`src/hw/cgra_pkg.sv`:
```
package cgra_pkg;

	// tracks per side and sides per tile.
	localparam int TRACKS = 4;
	localparam int SIDES = 4;

	// side order inside a tile bundle.
	localparam int SIDE_NORTH = 0;
	localparam int SIDE_EAST = 1;
	localparam int SIDE_SOUTH = 2;
	localparam int SIDE_WEST = 3;

	typedef logic [TRACKS-1:0] track_t;
	typedef track_t [SIDES-1:0] side_tracks_t;

	typedef logic [15:0] blk_t;

	localparam blk_t BLK_SB = 16'd7;
	localparam blk_t BLK_CB0 = 16'd6;
	localparam blk_t BLK_CB1 = 16'd5;
	localparam blk_t BLK_CLB = 16'd4;

	typedef struct packed {
		blk_t blk;
		logic [15:0] tile_id;
	} cfg_addr_t;

	// route code of one switch box output track.
	typedef enum logic [1:0] {
		SB_ZERO = 2'd0,
		SB_OPPOSITE = 2'd1,
		SB_PE = 2'd2,
		SB_CW_NEXT = 2'd3
	} sb_sel_t;

	typedef enum logic [1:0] {
		CLB_AND = 2'd0,
		CLB_OR = 2'd1,
		CLB_XOR = 2'd2,
		CLB_PASS_A = 2'd3
	} clb_op_t;

	// connect box and logic block share this layout.
	typedef struct packed {
		logic [28:0] pad;
		logic [2:0] sel;
	} cfg_blk_t;

	// sb index is side * TRACKS + track.
	typedef union packed {
		sb_sel_t [SIDES*TRACKS-1:0] sb;
		cfg_blk_t blk;
	} cfg_data_u;

	typedef struct packed {
		logic valid;
		cfg_addr_t addr;
		cfg_data_u data;
	} cfg_req_t;

endpackage

```
`src/hw/connect_box.sv`:
```
`timescale 1ns/1ps

module connect_box import cgra_pkg::*; (
	input logic clk,
	input logic arst_n,
	input logic config_en,
	input cfg_data_u sel_data,
	input track_t side_in,
	input track_t side_out,
	output logic block_in
);

	logic [2:0] sel_q;
	logic [2*TRACKS-1:0] choices;

	always_ff @(posedge clk or negedge arst_n) begin
		if (!arst_n) begin
			sel_q <= '0;
		end else if (config_en) begin
			sel_q <= sel_data.blk.sel;
		end
	end

	// inputs are choices 0 to 3, outputs 4 to 7.
	assign choices = {side_out, side_in};

	assign block_in = choices[sel_q];

endmodule

```
`src/hw/switch_box.sv`:
```
`timescale 1ns/1ps

module switch_box import cgra_pkg::*; (
	input logic clk,
	input logic arst_n,
	input logic config_en,
	input cfg_data_u config_data,
	input side_tracks_t in_tracks,
	input logic pe_result,
	output side_tracks_t out_tracks
);

	cfg_data_u route_q;

	always_ff @(posedge clk or negedge arst_n) begin
		if (!arst_n) begin
			route_q <= '0;
		end else if (config_en) begin
			route_q <= config_data;
		end
	end

	// one mux per output track.
	for (genvar s = 0; s < SIDES; s++) begin : g_side
		localparam int OPP = (s + 2) % SIDES;
		localparam int CW = (s + 1) % SIDES;

		for (genvar t = 0; t < TRACKS; t++) begin : g_track
			sb_sel_t code;

			assign code = route_q.sb[s*TRACKS+t];

			always_comb begin
				case (code)
					SB_OPPOSITE: begin
						out_tracks[s][t] = in_tracks[OPP][t];
					end
					SB_PE: begin
						out_tracks[s][t] = pe_result;
					end
					SB_CW_NEXT: begin
						// same track, next side clockwise.
						out_tracks[s][t] = in_tracks[CW][t];
					end
					default: begin
						out_tracks[s][t] = 1'b0;
					end
				endcase
			end
		end
	end

endmodule

```
`src/hw/logic_block.sv`:
```
`timescale 1ns/1ps

module logic_block import cgra_pkg::*; (
	input logic clk,
	input logic arst_n,
	input logic config_en,
	input cfg_data_u config_data,
	input logic op_a,
	input logic op_b,
	output logic result
);

	clb_op_t op_q;
	logic result_d;

	always_ff @(posedge clk or negedge arst_n) begin
		if (!arst_n) begin
			op_q <= CLB_AND;
		end else if (config_en) begin
			op_q <= clb_op_t'(config_data.blk.sel[1:0]);
		end
	end

	always_comb begin
		case (op_q)
			CLB_AND: result_d = op_a & op_b;
			CLB_OR: result_d = op_a | op_b;
			CLB_XOR: result_d = op_a ^ op_b;
			default: result_d = op_a;
		endcase
	end

	// result lags its operands by one clock.
	always_ff @(posedge clk or negedge arst_n) begin
		if (!arst_n) begin
			result <= 1'b0;
		end else begin
			result <= result_d;
		end
	end

endmodule

```
`src/hw/pe_tile.sv`:
```
`timescale 1ns/1ps

module pe_tile import cgra_pkg::*; #(
	parameter int TILE_ID = 0
) (
	input logic clk,
	input logic arst_n,
	input cfg_req_t cfg,
	input side_tracks_t in_tracks,
	output side_tracks_t out_tracks
);

	logic tile_hit;
	logic config_en_sb;
	logic config_en_cb0;
	logic config_en_cb1;
	logic config_en_clb;
	logic op_0;
	logic op_1;
	logic pe_output;

	assign tile_hit = cfg.valid && (cfg.addr.tile_id == 16'(TILE_ID));

	// unknown block codes raise no enable and are dropped.
	always_comb begin
		config_en_sb = 1'b0;
		config_en_cb0 = 1'b0;
		config_en_cb1 = 1'b0;
		config_en_clb = 1'b0;
		if (tile_hit) begin
			case (cfg.addr.blk)
				BLK_SB: config_en_sb = 1'b1;
				BLK_CB0: config_en_cb0 = 1'b1;
				BLK_CB1: config_en_cb1 = 1'b1;
				BLK_CLB: config_en_clb = 1'b1;
				default: begin
				end
			endcase
		end
	end

	// first operand comes from the north side.
	connect_box cb0 (
		.clk(clk),
		.arst_n(arst_n),
		.config_en(config_en_cb0),
		.sel_data(cfg.data),
		.side_in(in_tracks[SIDE_NORTH]),
		.side_out(out_tracks[SIDE_NORTH]),
		.block_in(op_0)
	);

	// second operand comes from the east side.
	connect_box cb1 (
		.clk(clk),
		.arst_n(arst_n),
		.config_en(config_en_cb1),
		.sel_data(cfg.data),
		.side_in(in_tracks[SIDE_EAST]),
		.side_out(out_tracks[SIDE_EAST]),
		.block_in(op_1)
	);

	switch_box sb (
		.clk(clk),
		.arst_n(arst_n),
		.config_en(config_en_sb),
		.config_data(cfg.data),
		.in_tracks(in_tracks),
		.pe_result(pe_output),
		.out_tracks(out_tracks)
	);

	logic_block compute_block (
		.clk(clk),
		.arst_n(arst_n),
		.config_en(config_en_clb),
		.config_data(cfg.data),
		.op_a(op_0),
		.op_b(op_1),
		.result(pe_output)
	);

endmodule

```
`config.mk`:
```
export PLATFORM = sky130hd
export DESIGN_NAME = pe_tile
export DESIGN_NICKNAME = d
export VERILOG_FILES = /design/src/hw/cgra_pkg.sv /design/src/hw/connect_box.sv /design/src/hw/switch_box.sv /design/src/hw/logic_block.sv /design/src/hw/pe_tile.sv
export SDC_FILE = /design/constraint.sdc
export NUM_CORES = 1
export LEC_CHECK = 0
export CORE_MARGIN = 2
export CORE_UTILIZATION = 30
export CTS_CLUSTER_DIAMETER = 50
export DETAILED_ROUTE_END_ITERATION = 7
export DONT_BUFFER_PORTS = 1
export PLACE_DENSITY = 0.53
export SYNTH_ARGS = -nofsm -noshare
export SYNTH_HDL_FRONTEND = slang
export SYNTH_SLANG_ARGS = --single-unit
export TNS_END_PERCENT = 100
```
`constraint.sdc`:
```
create_clock -name clk -period 2.5 [get_ports clk]
set_input_delay 0.5 -clock clk [delete_from_list [all_inputs] [get_ports clk]]
set_output_delay 0.5 -clock clk [all_outputs]
set_load 0.01 [all_outputs]
```
# --- Word level (Yosys, flattened, before mapping) ---
# Index checks and enable logic that the tools add are counted.
op_classes:
  order_cmp: 2
  eq_ne: 54
  n_mux: 29
  bitwise_logic: 3
  n_reduce_logical: 3
ops:
  columns: ["operator", "count"]
  rows:
  - ["2-bit == test, second input constant", 33]
  - ["16-bit by 3-bit == test with 1-bit output, second input constant", 4]
  - ["1-bit case mux with 3 select lines", 17]
  - ["2-bit by 1-bit == test with 1-bit output, second input constant", 17]
  - ["16-bit logical NOT", 1]
  - ["1-bit two-way mux", 10]
  - ["3-bit by 4-bit less-than comparator with 1-bit output, second input constant", 2]
  - ["1-bit binary-select mux with 3-bit select", 2]
  - ["2-bit logical NOT", 1]
  - ["1-bit AND", 1]
  - ["1-bit logical AND", 1]
  - ["1-bit bitwise OR", 1]
  - ["1-bit bitwise XOR", 1]
word_totals:
  reg_bits: 41
  in_bits: 83
  output_inout_bits: 16
  elab_cells: 96

# --- Depth between registers and ports, before layout ---
# Gate-level depths: netlist of the first run.
depth:
  ltp_word: 6
  ltp_mapped: 10
  ltp_nobuf: 9

# --- Modules after synthesis ---
# A second synthesis of the first run with hierarchy kept.
unflattened:
  hier_cells: 163
  area_unflattened_um2: 2382.3
by_module_without_submodules:
  columns: ["mod", "instances", "cells_per_inst", "area_per_inst_um2", "seq_area_each_um2"]
  rows:
  - ["switch_box", 1, 117, 1732.9, 800.8]
  - ["connect_box", 2, 9, 172.7, 75.1]
  - ["logic_block", 1, 11, 156.4, 75.1]
  - ["pe_tile", 1, 17, 147.6, 0.0]

# --- Least setup slack after synthesis of the first run ---
# No wires, ideal clock.
synth_path:
  path_type: "input port to flip-flop"
  startpoint: "input in_tracks[10] in the netlist's numbering"
  endpoint: "register compute_block.result"
  setup_time_ns: 0.138
  arrival_time_ns: 2.003
  t_required_ns: 2.362
  setup_slack_ns: 0.359
  cell_stages: 8
  n_path_buf: 0
  cell_sequence: "mux2_2 nand2_1 o21ai_0 mux2_2 a311o_1 ha_1 mux2i_1 o221ai_1"
synth_rtl:
  columns: ["element", "line_no", "text"]
  rows:
  - ["start, declared", "pe_tile.sv:9", "input side_tracks_t in_tracks,"]
  - ["end signal, assigned", "logic_block.sv:38", "result <= result_d;"]
  - ["end, declared", "logic_block.sv:10", "output logic result"]

# --- Final worst setup path of the first run ---
layout_path:
  startpoint: "register compute_block.result"
  endpoint: "register compute_block.result"
layout_between:
  elab_chain_cells: 5
  elab_cells_between_ends: 16
  cone_classes: "mux: 13; bitwise: 3"
layout_lines:
  columns: ["element", "line_no", "text"]
  rows:
  - ["1-bit case mux with 3 select lines", "switch_box.sv:34", "case (code)"]
  - ["1-bit binary-select mux with 3-bit select", "connect_box.sv:27", "assign block_in = choices[sel_q];"]
  - ["1-bit two-way mux (not written as such)", "connect_box.sv:27", null]
  - ["1-bit bitwise XOR (tied with other cells)", "logic_block.sv:28", "CLB_XOR: result_d = op_a ^ op_b;"]
  - ["1-bit case mux with 3 select lines (*)", "logic_block.sv:25", "case (op_q)"]
  - ["net compute_block.result_d", "logic_block.sv:14", "logic result_d;"]
# The timed path passes the listed nets; every way through them passes the cells marked *. The select of a mux whose other input is x is not followed.
# A chain may end at the register's enable or synchronous reset.

==> metrics, run 1 <==
status=finished clean; Rel. slew slack=68.2%; # diodes=0; fmax=between 400 and 500 MHz; Final period util=roughly 86%; Fin. Hold Viols=0; overall routing resource usage=14.0%; syn_nets=roughly 270; Sink Count=between 40 and 50; FF/Latch Area=between 1000 and 1500 µm²; clock buffer depth=2; max-slew violation count=0; core box area=slightly above 7000 µm²; pwr/cell area=between 500 and 600 nW/µm²; Synth Warn #=0; Slowest-stage cell, CP=dfrtp_1; global-route wire length before repair=8640 µm; Post-synth EDFFs=0; total negative slack=0 ns; Final HPWL DP=4370 µm; Overflow after GRT=0; mapped cell area=roughly 2200 µm²; crit-path max cell delay=between 0.4 and 0.5 ns; main flop type after synthesis=dfrtp_1; DIE WIDTH=between 90 and 100 µm; detailed-router iteration count before antenna repair=4; endpoints failing setup=0; Placer Congestion=0.789; most common cell after layout, fill and taps aside=dfrtp_1; CTS tree=done; share of layout cells above drive strength 1=between 20% and 30%; RSZ-0062 raised after global routing=false; FILL cells=~730; vias in the first global route=1,610; WP data required=about 2.7 ns; min cycle time layout=between 2 and 2.5 ns; sequence of cells on the critical path=buf_4, mux2i_1, mux2i_1, o22ai_1, a311o_1, ha_1, nand3b_1, o221ai_1; Nets=~280; drt drc=0; most frequent cells in the layout=dfrtp_1, nand2_1, mux2_1; worst-path fanout max=12; WL/cell=roughly 19 µm; crit-path most repeated cell=mux2i_1; CTS Buf Count=5; FP Rows=31; peak supply drop=0.239 mV; max_cap viols=0; H-Tree Depth=2; placed inst area=~2400 µm²; die height=~90 µm; Initial Utilization=about 31%; die area=8130 µm²; cell family with most CP delay=compound AO/OA/AOI/OAI gates; Buffers on Ports=0; worst hold path class=primary input to asynchronous set/reset pin; sequential area share after synthesis=between 40 and 50%; final WL=about 5600 µm; Vias=around 1,600; Placement Setup Slack=0.370 ns; Synth async-reset ratio=100%; post-CTS sizing=0; startpoint class of the critical path=flop; final setup margin=0.347 ns; number of setup buffers added after CTS=0; Post-CTS Hold Buffers=1; WP buf/inv=1; worst skew pair latency=0.30 ns; DRT antenna net count=0; Synth Register Bits=41; critical path arrival=around 2.3 ns; largest net degree at the start of global routing=between 40 and 50; CP Capture Type=flop; Area Growth Syn to Fin=13.8%; io pins=99; leak pwr=1.15 nW; worst-margin pin slew=~0.47 ns; Mapped Cells=about 190; routed vias/inst=between 5 and 6; First DRT Iteration DRCs=49; Synth Area per Inst=between 10 and 15 µm²; critical path type=flop to flop; clock-pin slew on the worst setup and hold paths=~0.080 ns; post-synthesis cell type count=28; Multi-input gate area=approximately 1100 µm²; initial antenna violation count=1; Design Area, Final=2530 µm²; clk root buf=clkbuf_8; skew final=just under 0.007 ns
-- through the flow --
| stage | total power [W] | hold slack (ns) | util [%] | instances |
|---|---|---|---|---|
| 6_report | 0.00134 | 0.0397 | 35.1 | 299 |
| 4_1_cts | 0.00136 | 0.0401 | 35.1 | 299 |
| 5_1_grt | 0.00140 | 0.0369 | 35.1 | 299 |
| 2_1_floorplan | 0.000703 | 0.204 | - | 188 |
| 3_5_place_dp | 0.000709 | 0.207 | 33.0 | 290 |
| 3_3_place_gp | 0.000708 | 0.207 | 33.0 | 290 |
-- worst register-to-register path, cell delays in order (launching register included) --
cell	delay, ns
dfrtp_1	0.41
buf_4	0.23
mux2i_1	0.10
mux2i_1	0.33
o22ai_1	0.13
a311o_1	0.34
ha_1	0.31
nand3b_1	0.08
o221ai_1	0.10
-- report_power, final --
part | internal, W | leakage [nW] | total [W] | switching, W
Sequential | 0.000663 | 0.567 | 0.000664 | 0.000000980
Combinational | 0.0000223 | 0.513 | 0.0000473 | 0.0000250
Clock | 0.000397 | 0.0681 | 0.000630 | 0.000234
-- cell families after synthesis --
group,share of synthesized area (%)
buffers and inverters,2.69
adder cells (fa/ha/maj),1.12
multiplexers,32.8
AND/OR/NAND/NOR,12.5
flip-flops,46.0
AO/OA/AOI/OAI,4.89
-- state kept, by name, summed over array words and instances (netlist names) --
| name | count |
|---|---|
| cb0.sel_q | 3 |
| compute_block.op_q | 2 |
| cb1.sel_q | 3 |
| compute_block.result | 1 |
| sb.route_q | 32 |
-- final timing paths --
check / from / endpoint / slack, ns / cells after the start
max in group asynchronous: arst_n / sb.route_q[9] / 2.25 / 1
worst min register to register: sb.route_q[19] / sb.route_q[19] / 0.51 / 1
worst max-delay path: compute_block.result / compute_block.result / 0.35 / 8
worst max register to register: compute_block.result / compute_block.result / 0.35 / 8
min in group clk: cfg[0] / cb1.sel_q[0] / 0.32 / 2
worst min-delay path: arst_n / cb0.sel_q[0] / 0.04 / 1
-- per-layer routing --
metal	up-vias	GRT usage (%)	wire length, µm
met1	754	16.0	2300
li1	709	-	-
met5	-	0	11
met3	7	6.45	562
met2	80	23.6	2690
met4	2	4.10	68
-- synthesized netlist by cell type, types with 2 or more instances --
library cell / number / share of area, %
a311o_1: 2 / 0.90
buf_6: 3 / 1.5
dfrtp_1: 41 / 46
ha_1: 2 / 1.1
inv_1: 4 / 0.67
mux2_1: 31 / 16
mux2_2: 21 / 11
mux2i_1: 10 / 4.5
mux4_2: 2 / 2.0
nand2_1: 31 / 5.2
nand3b_1: 4 / 1.3
nand4_1: 2 / 0.56
nor2_1: 3 / 0.51
nor2b_1: 2 / 0.56
nor4_1: 6 / 1.7
nor4b_1: 2 / 0.79
o21ai_0: 11 / 2.5
-- area by class of cell --
class	count	area share (%)
Clock buffer	5	2.71
Clock inverter	3	2.57
Inverter	4	0.592
Multi-Input combinational cell	138	45.1
Sequential cell	41	40.5
Tap cell	99	4.89
Timing Repair Buffer	9	3.65
(Power assumes the default switching activity.)
==> run 2, diff against run 1 <==
--- a/config.mk
+++ b/config.mk
@@ -5,6 +5,7 @@
 export SDC_FILE = /design/constraint.sdc
 export NUM_CORES = 1
 export LEC_CHECK = 0
+export CAP_MARGIN = 5
 export CORE_MARGIN = 2
 export CORE_UTILIZATION = 30
 export CTS_CLUSTER_DIAMETER = 50
==> constraint.sdc (replaced) <==
create_clock -name clk -period 2.15 [get_ports clk]
set_input_delay 0.43 -clock clk [delete_from_list [all_inputs] [get_ports clk]]
set_output_delay 0.43 -clock clk [all_outputs]
set_load 0.01 [all_outputs]
==> run 2 against run 1 <==
Net effect:
- final cell count rose by 3.3%
- sequential power rose by 16%
- die area is the same
- clock power grew 4.8%
- worst hold slack improved by 0.21 ns
- combinational power increased by 31%
- global-route usage up 0.34 points
- wire length grew 2.7%
- critical endpoint unchanged
- largest power group unchanged
- highest routed layer unchanged
==> metrics, run 2 (synthesized netlist as in run 1, its figures left out) <==
Slowest-stage cell, CP=dfrtp_1; Reg with most FFs=sb.route_q; worst-margin pin slew=approximately 0.44 ns; worst-path fanout max=7; FP Rows=31; detailed-router iteration count before antenna repair=4; Tot Pwr=between 0.001 and 0.0015 W; global-route wire length before repair=around 8900 µm; startpoint class of the critical path=flop; drt drc=0; core box area=7210 µm²; Placer Congestion=a little over 0.8; DIE WIDTH=roughly 90 µm; CP Capture Type=flop; WL/cell=18.7 µm; biggest regs=sb.route_q: 32 flops, cb0.sel_q: 3 flops, cb1.sel_q: 3 flops; DRT antenna net count=0; Initial Utilization=around 31%; Overflow after GRT=0; # diodes=0; status=finished clean; max reg flops=32; overall routing resource usage=14.3%; largest net degree at the start of global routing=42; clock-pin slew on the worst setup and hold paths=about 0.080 ns; most common cell after layout, fill and taps aside=dfrtp_1; peak supply drop=between 0.2 and 0.25 mV; Rel. slew slack=between 70% and 80%; crit-path max cell delay=0.42 ns; share of layout cells above drive strength 1=26.2%; sequential share of power=between 50% and 60%; vias in the first global route=roughly 1,600; Vias=between 1,500 and 2,000; min cycle time layout=2.05 ns; Final period util=between 90% and 100%; most frequent cells in the layout=dfrtp_1, nand2_1, mux2_1; Switching Share=a little over a fifth; skew final=approximately 0.0072 ns; io pins=a little under 100; tightest hold margin=0.251 ns; worst hold path class=primary input to flop; worst skew pair latency=~0.30 ns; routed vias/inst=between 5 and 6; final WL=between 5000 and 6000 µm; initial antenna violation count=1; placed insts=roughly 300; critical path arrival=approximately 2.2 ns; Nets=between 200 and 300; Psw=0.000314 W; die area=about 8000 µm²; Area Growth Syn to Fin=18.4%; Non-Filler Instances=about 310; Comb power frac=4.1%; CTS Buf Count=5; Final HPWL DP=approximately 4500 µm; max_cap viols=0; First DRT Iteration DRCs=64; sequence of cells on the critical path=buf_4, mux2i_2, mux2i_2, mux2i_1, nor2_1, a311oi_2, ha_2, inv_1, mux2i_1, o221ai_1; Fin. Hold Viols=0; critical path type=flop to flop; endpoints failing setup=0; Buffers on Ports=0; fmax=between 400 and 500 MHz; Sink Count=41; WP data required=~2.3 ns; leak pwr=roughly 1.2 nW; H-Tree Depth=2; pwr/cell area=around 570 nW/µm²; FILL cells=approximately 740; Clock Power Share=between 40% and 50%; clk root buf=clkbuf_8; CTS tree=done; clock buffer depth=2; Internal=0.00118 W; die height=~90 µm; max-slew violation count=0
[run 2: cell types whose count changed in the layout (fill, tap and decap cells not counted), sizes merged]
cell and change:
bufinv -1, dlygate4sd3 +1, clkinv -1, clkinvlp +1
clkbuf +1, buf +9
[run 2: through the flow]
| step | setup TNS, ns | cell area, µm² | utilization [%] | setup slack [ns] |
|---|---|---|---|---|
| 6_report | 0 | 2640 | 36.6 | 0.0955 |
| 5_1_grt | -0.0248 | 2640 | 36.6 | -0.0248 |
| 4_1_cts | 0 | 2600 | 36.0 | 0.00924 |
| 3_5_place_dp | 0 | 2440 | 33.8 | 0.0429 |
| 3_3_place_gp | 0 | 2440 | 33.8 | 0.123 |
| 2_1_floorplan | 0 | 2230 | - | 0.0786 |
[run 2: power groups by stage]
| stage | clock network, W | logic [W] | registers [W] |
|---|---|---|---|
| after global routing | 0.000721 | 0.0000702 | 0.000773 |
| after global placement | 0 | 0.0000363 | 0.000788 |
| after floorplan | 0 | 0.0000293 | 0.000788 |
| final | 0.000660 | 0.0000618 | 0.000772 |
| after CTS | 0.000681 | 0.0000623 | 0.000772 |
| after detailed placement | 0 | 0.0000372 | 0.000788 |
[run 2: timing repair]
action,CTS,global route
hold buffers,2,0
setup endpoints to repair,0,1
endpoints found under the hold margin,41,0
gates resized for setup,0,7
setup buffers,0,3
[run 2: path summary, 6_finish.rpt]
| kind | startpoint | slack, ns | endpoint | depth (start not counted) |
|---|---|---|---|---|
| setup reg to reg | compute_block.result | 0.1 | compute_block.result | 10 |
| hold / removal | cfg[0] | 0.25 | cb1.sel_q[0] | 2 |
| max in group asynchronous | arst_n | 1.32 | sb.route_q[18] | 2 |
| setup / recovery | compute_block.result | 0.1 | compute_block.result | 10 |
| min in group asynchronous | arst_n | 0.63 | sb.route_q[31] | 2 |
| hold reg to reg | sb.route_q[27] | 0.51 | sb.route_q[27] | 1 |
[run 2: area by class of cell]
cell class | count | area, µm² | share of cell area, %
clock inverter | 2 | 37.5 | 1.42
tap | 99 | 124 | 4.69
clock buffer | 6 | 82.6 | 3.13
inverter | 4 | 15.0 | 0.569
sequential | 41 | 1030 | 38.9
timing repair buffer | 19 | 190 | 7.21
multi-input combinational | 138 | 1160 | 44.1
[run 2: metal layers]
layer / vias to the layer above / track usage [%] / wire length (µm)
li1: 737 / - / -
met1: 746 / 17.5 / 2520
met2: 76 / 22.7 / 2640
met3: 12 / 5.95 / 482
met4: 2 / 5.26 / 126
met5: - / 0 / 11
[run 2: worst max-delay path: cells and delay by family, from the launching register on]
family | cells | cell delay [ns]
adders and majority gates | 1 | 0.21
muxes | 4 | 0.57
buffers and inverters | 2 | 0.22
AOI/OAI and AO/OA | 2 | 0.42
and+or+nand+nor | 1 | 0.09
DFF | 1 | 0.42
==> run 3, diff against run 2 <==
--- a/config.mk
+++ b/config.mk
@@ -8,10 +8,10 @@
 export CAP_MARGIN = 5
 export CORE_MARGIN = 2
 export CORE_UTILIZATION = 30
-export CTS_CLUSTER_DIAMETER = 50
 export DETAILED_ROUTE_END_ITERATION = 7
 export DONT_BUFFER_PORTS = 1
 export PLACE_DENSITY = 0.53
+export RECOVER_POWER = 100
 export SYNTH_ARGS = -nofsm -noshare
 export SYNTH_HDL_FRONTEND = slang
 export SYNTH_SLANG_ARGS = --single-unit
==> run 3 against run 2 <==
Net effect:
- combinational power is 9.1% lower
- final cell count stayed put
- final area is 2.6% lower
- clock power hardly changed
- total power is 0.33% lower
- register-to-register slack hardly changed
- critical path type unchanged
- highest routed layer unchanged
==> metrics, run 3 (synthesized netlist as in run 1, its figures left out) <==
First DRT Iteration DRCs=47; DIE WIDTH=approximately 90 µm; Placement Setup Slack=around 0.043 ns; R2R Path Start=compute_block.result; min cycle time layout=a little over 2 ns; Buffers on Ports=0; overall routing resource usage=14.3%; CP Capture Type=flop; global-route wire length before repair=8870 µm; Area Growth Syn to Fin=15.4%; worst-margin pin slew=approximately 1.1 ns; final WL=a little under 6000 µm; critical path arrival=2.23 ns; Final period util=roughly 96%; Clock Power Share=44.3%; Comb power frac=under 10%; clock buffer depth=2; Nets=roughly 290; worst skew pair latency=0.30 ns; worst-path fanout max=7; CTS tree=done; WL/cell=between 15 and 20 µm; Psw=around 0.00031 W; # diodes=0; worst hold path class=primary input to flop; largest net degree at the start of global routing=42; status=finished clean; die height=approximately 90 µm; Reg with most FFs=sb.route_q; sequential share of power=between 50% and 60%; startpoint class of the critical path=flop; share of layout cells above drive strength 1=about a quarter; Non-Filler Instances=between 300 and 400; WP data required=approximately 2.3 ns; Rel. slew slack=28.5%; drt drc=0; Fin. Hold Viols=0; Final Util=35.6%; Vias=about 1,600; biggest regs=sb.route_q: 32 flops, cb0.sel_q: 3 flops, cb1.sel_q: 3 flops; pwr/cell area=579 nW/µm²; Final HPWL DP=~4500 µm; max reg flops=32; fmax=487 MHz; Placer Congestion=a little over 0.8; H-Tree Depth=2; crit path from=compute_block.result; clock-pin slew on the worst setup and hold paths=about 0.080 ns; HP Start=cfg[0]; endpoints failing setup=0; FF-to-FF path depth=10; tightest hold margin=around 0.25 ns; peak supply drop=~0.21 mV; DRT antenna net count=0; Overflow after GRT=0; Sink Count=between 40 and 50; CTS Buf Count=5; Initial Utilization=a little under a third; initial antenna violation count=1; placed insts=296; Tot Pwr=between 0.001 and 0.0015 W; R2R Setup Slk=0.1 ns; max_cap viols=0; clk root buf=clkbuf_8; vias in the first global route=1,612; io pins=99; most common cell after layout, fill and taps aside=dfrtp_1; critical path type=flop to flop; skew final=0.00795 ns; detailed-router iteration count before antenna repair=4; Switching Share=a little over a fifth; Internal=approximately 0.0012 W; die area=slightly above 8000 µm²; leak pwr=approximately 1.2 nW; routed vias/inst=between 5 and 6; core box area=approximately 7200 µm²; max-slew violation count=0; FP Rows=31; most frequent cells in the layout=dfrtp_1, nand2_1, mux2_1; final setup margin=around 0.095 ns; worst hold stages=2
## run 3: what timing repair did
action,4_1_cts,5_1_grt
gates resized for setup,0,7
endpoints found under the hold margin,41,0
hold buffers,2,0
endpoints found under the setup margin,0,1
setup buffers,0,3
## run 3: layout make-up
| cell class | instances | area [µm²] |
|---|---|---|
| fill | 751 | 4640 |
| multi-input combinational | 138 | 1160 |
| sequential | 41 | 1030 |
| timing repair buffer | 19 | 130 |
| tap | 99 | 124 |
| clock buffer | 6 | 82.6 |
| clock inverter | 2 | 37.5 |
| inverter | 4 | 15.0 |
## run 3: path summary, 6_finish.rpt
kind	to
min reg2reg	sb.route_q[27]
min	cb1.sel_q[0]
max in group asynchronous	sb.route_q[18]
min in group asynchronous	cb0.sel_q[2]
max	compute_block.result
max reg2reg	compute_block.result
## run 3: power groups by stage
stage / sequential [W] / clock, W / combinational, W
CTS: 0.000772 / 0.000681 / 0.0000623
detailed placement: 0.000788 / 0 / 0.0000372
floorplan: 0.000788 / 0 / 0.0000293
global placement: 0.000788 / 0 / 0.0000363
global route: 0.000773 / 0.000721 / 0.0000644
finish: 0.000772 / 0.000660 / 0.0000562
## run 3: worst max-delay path: stages (launching register included)
cell and delay [ns]:
dfrtp_1 0.42, buf_4 0.18, mux2i_2 0.16, mux2i_2 0.12, mux2i_1 0.15, nor2_1 0.09, a311oi_2 0.30, ha_2 0.21
inv_1 0.04, mux2i_1 0.14, o221ai_1 0.12
## run 3: through the flow
step	cell area, µm²	setup TNS (ns)
3_3_place_gp	2440	0
3_5_place_dp	2440	0
4_1_cts	2600	0
2_1_floorplan	2230	0
5_1_grt	2570	-0.0247
6_report	2570	0
## run 3: metal layers
metal	track usage (%)	vias to the layer above	part of all wire (%)	routed length (µm)
li1	-	736	-	-
met1	17.5	759	43	2480
met3	5.95	12	8.4	484
met5	0	-	0.19	11
met2	22.7	76	46	2690
met4	5.26	2	2.2	126
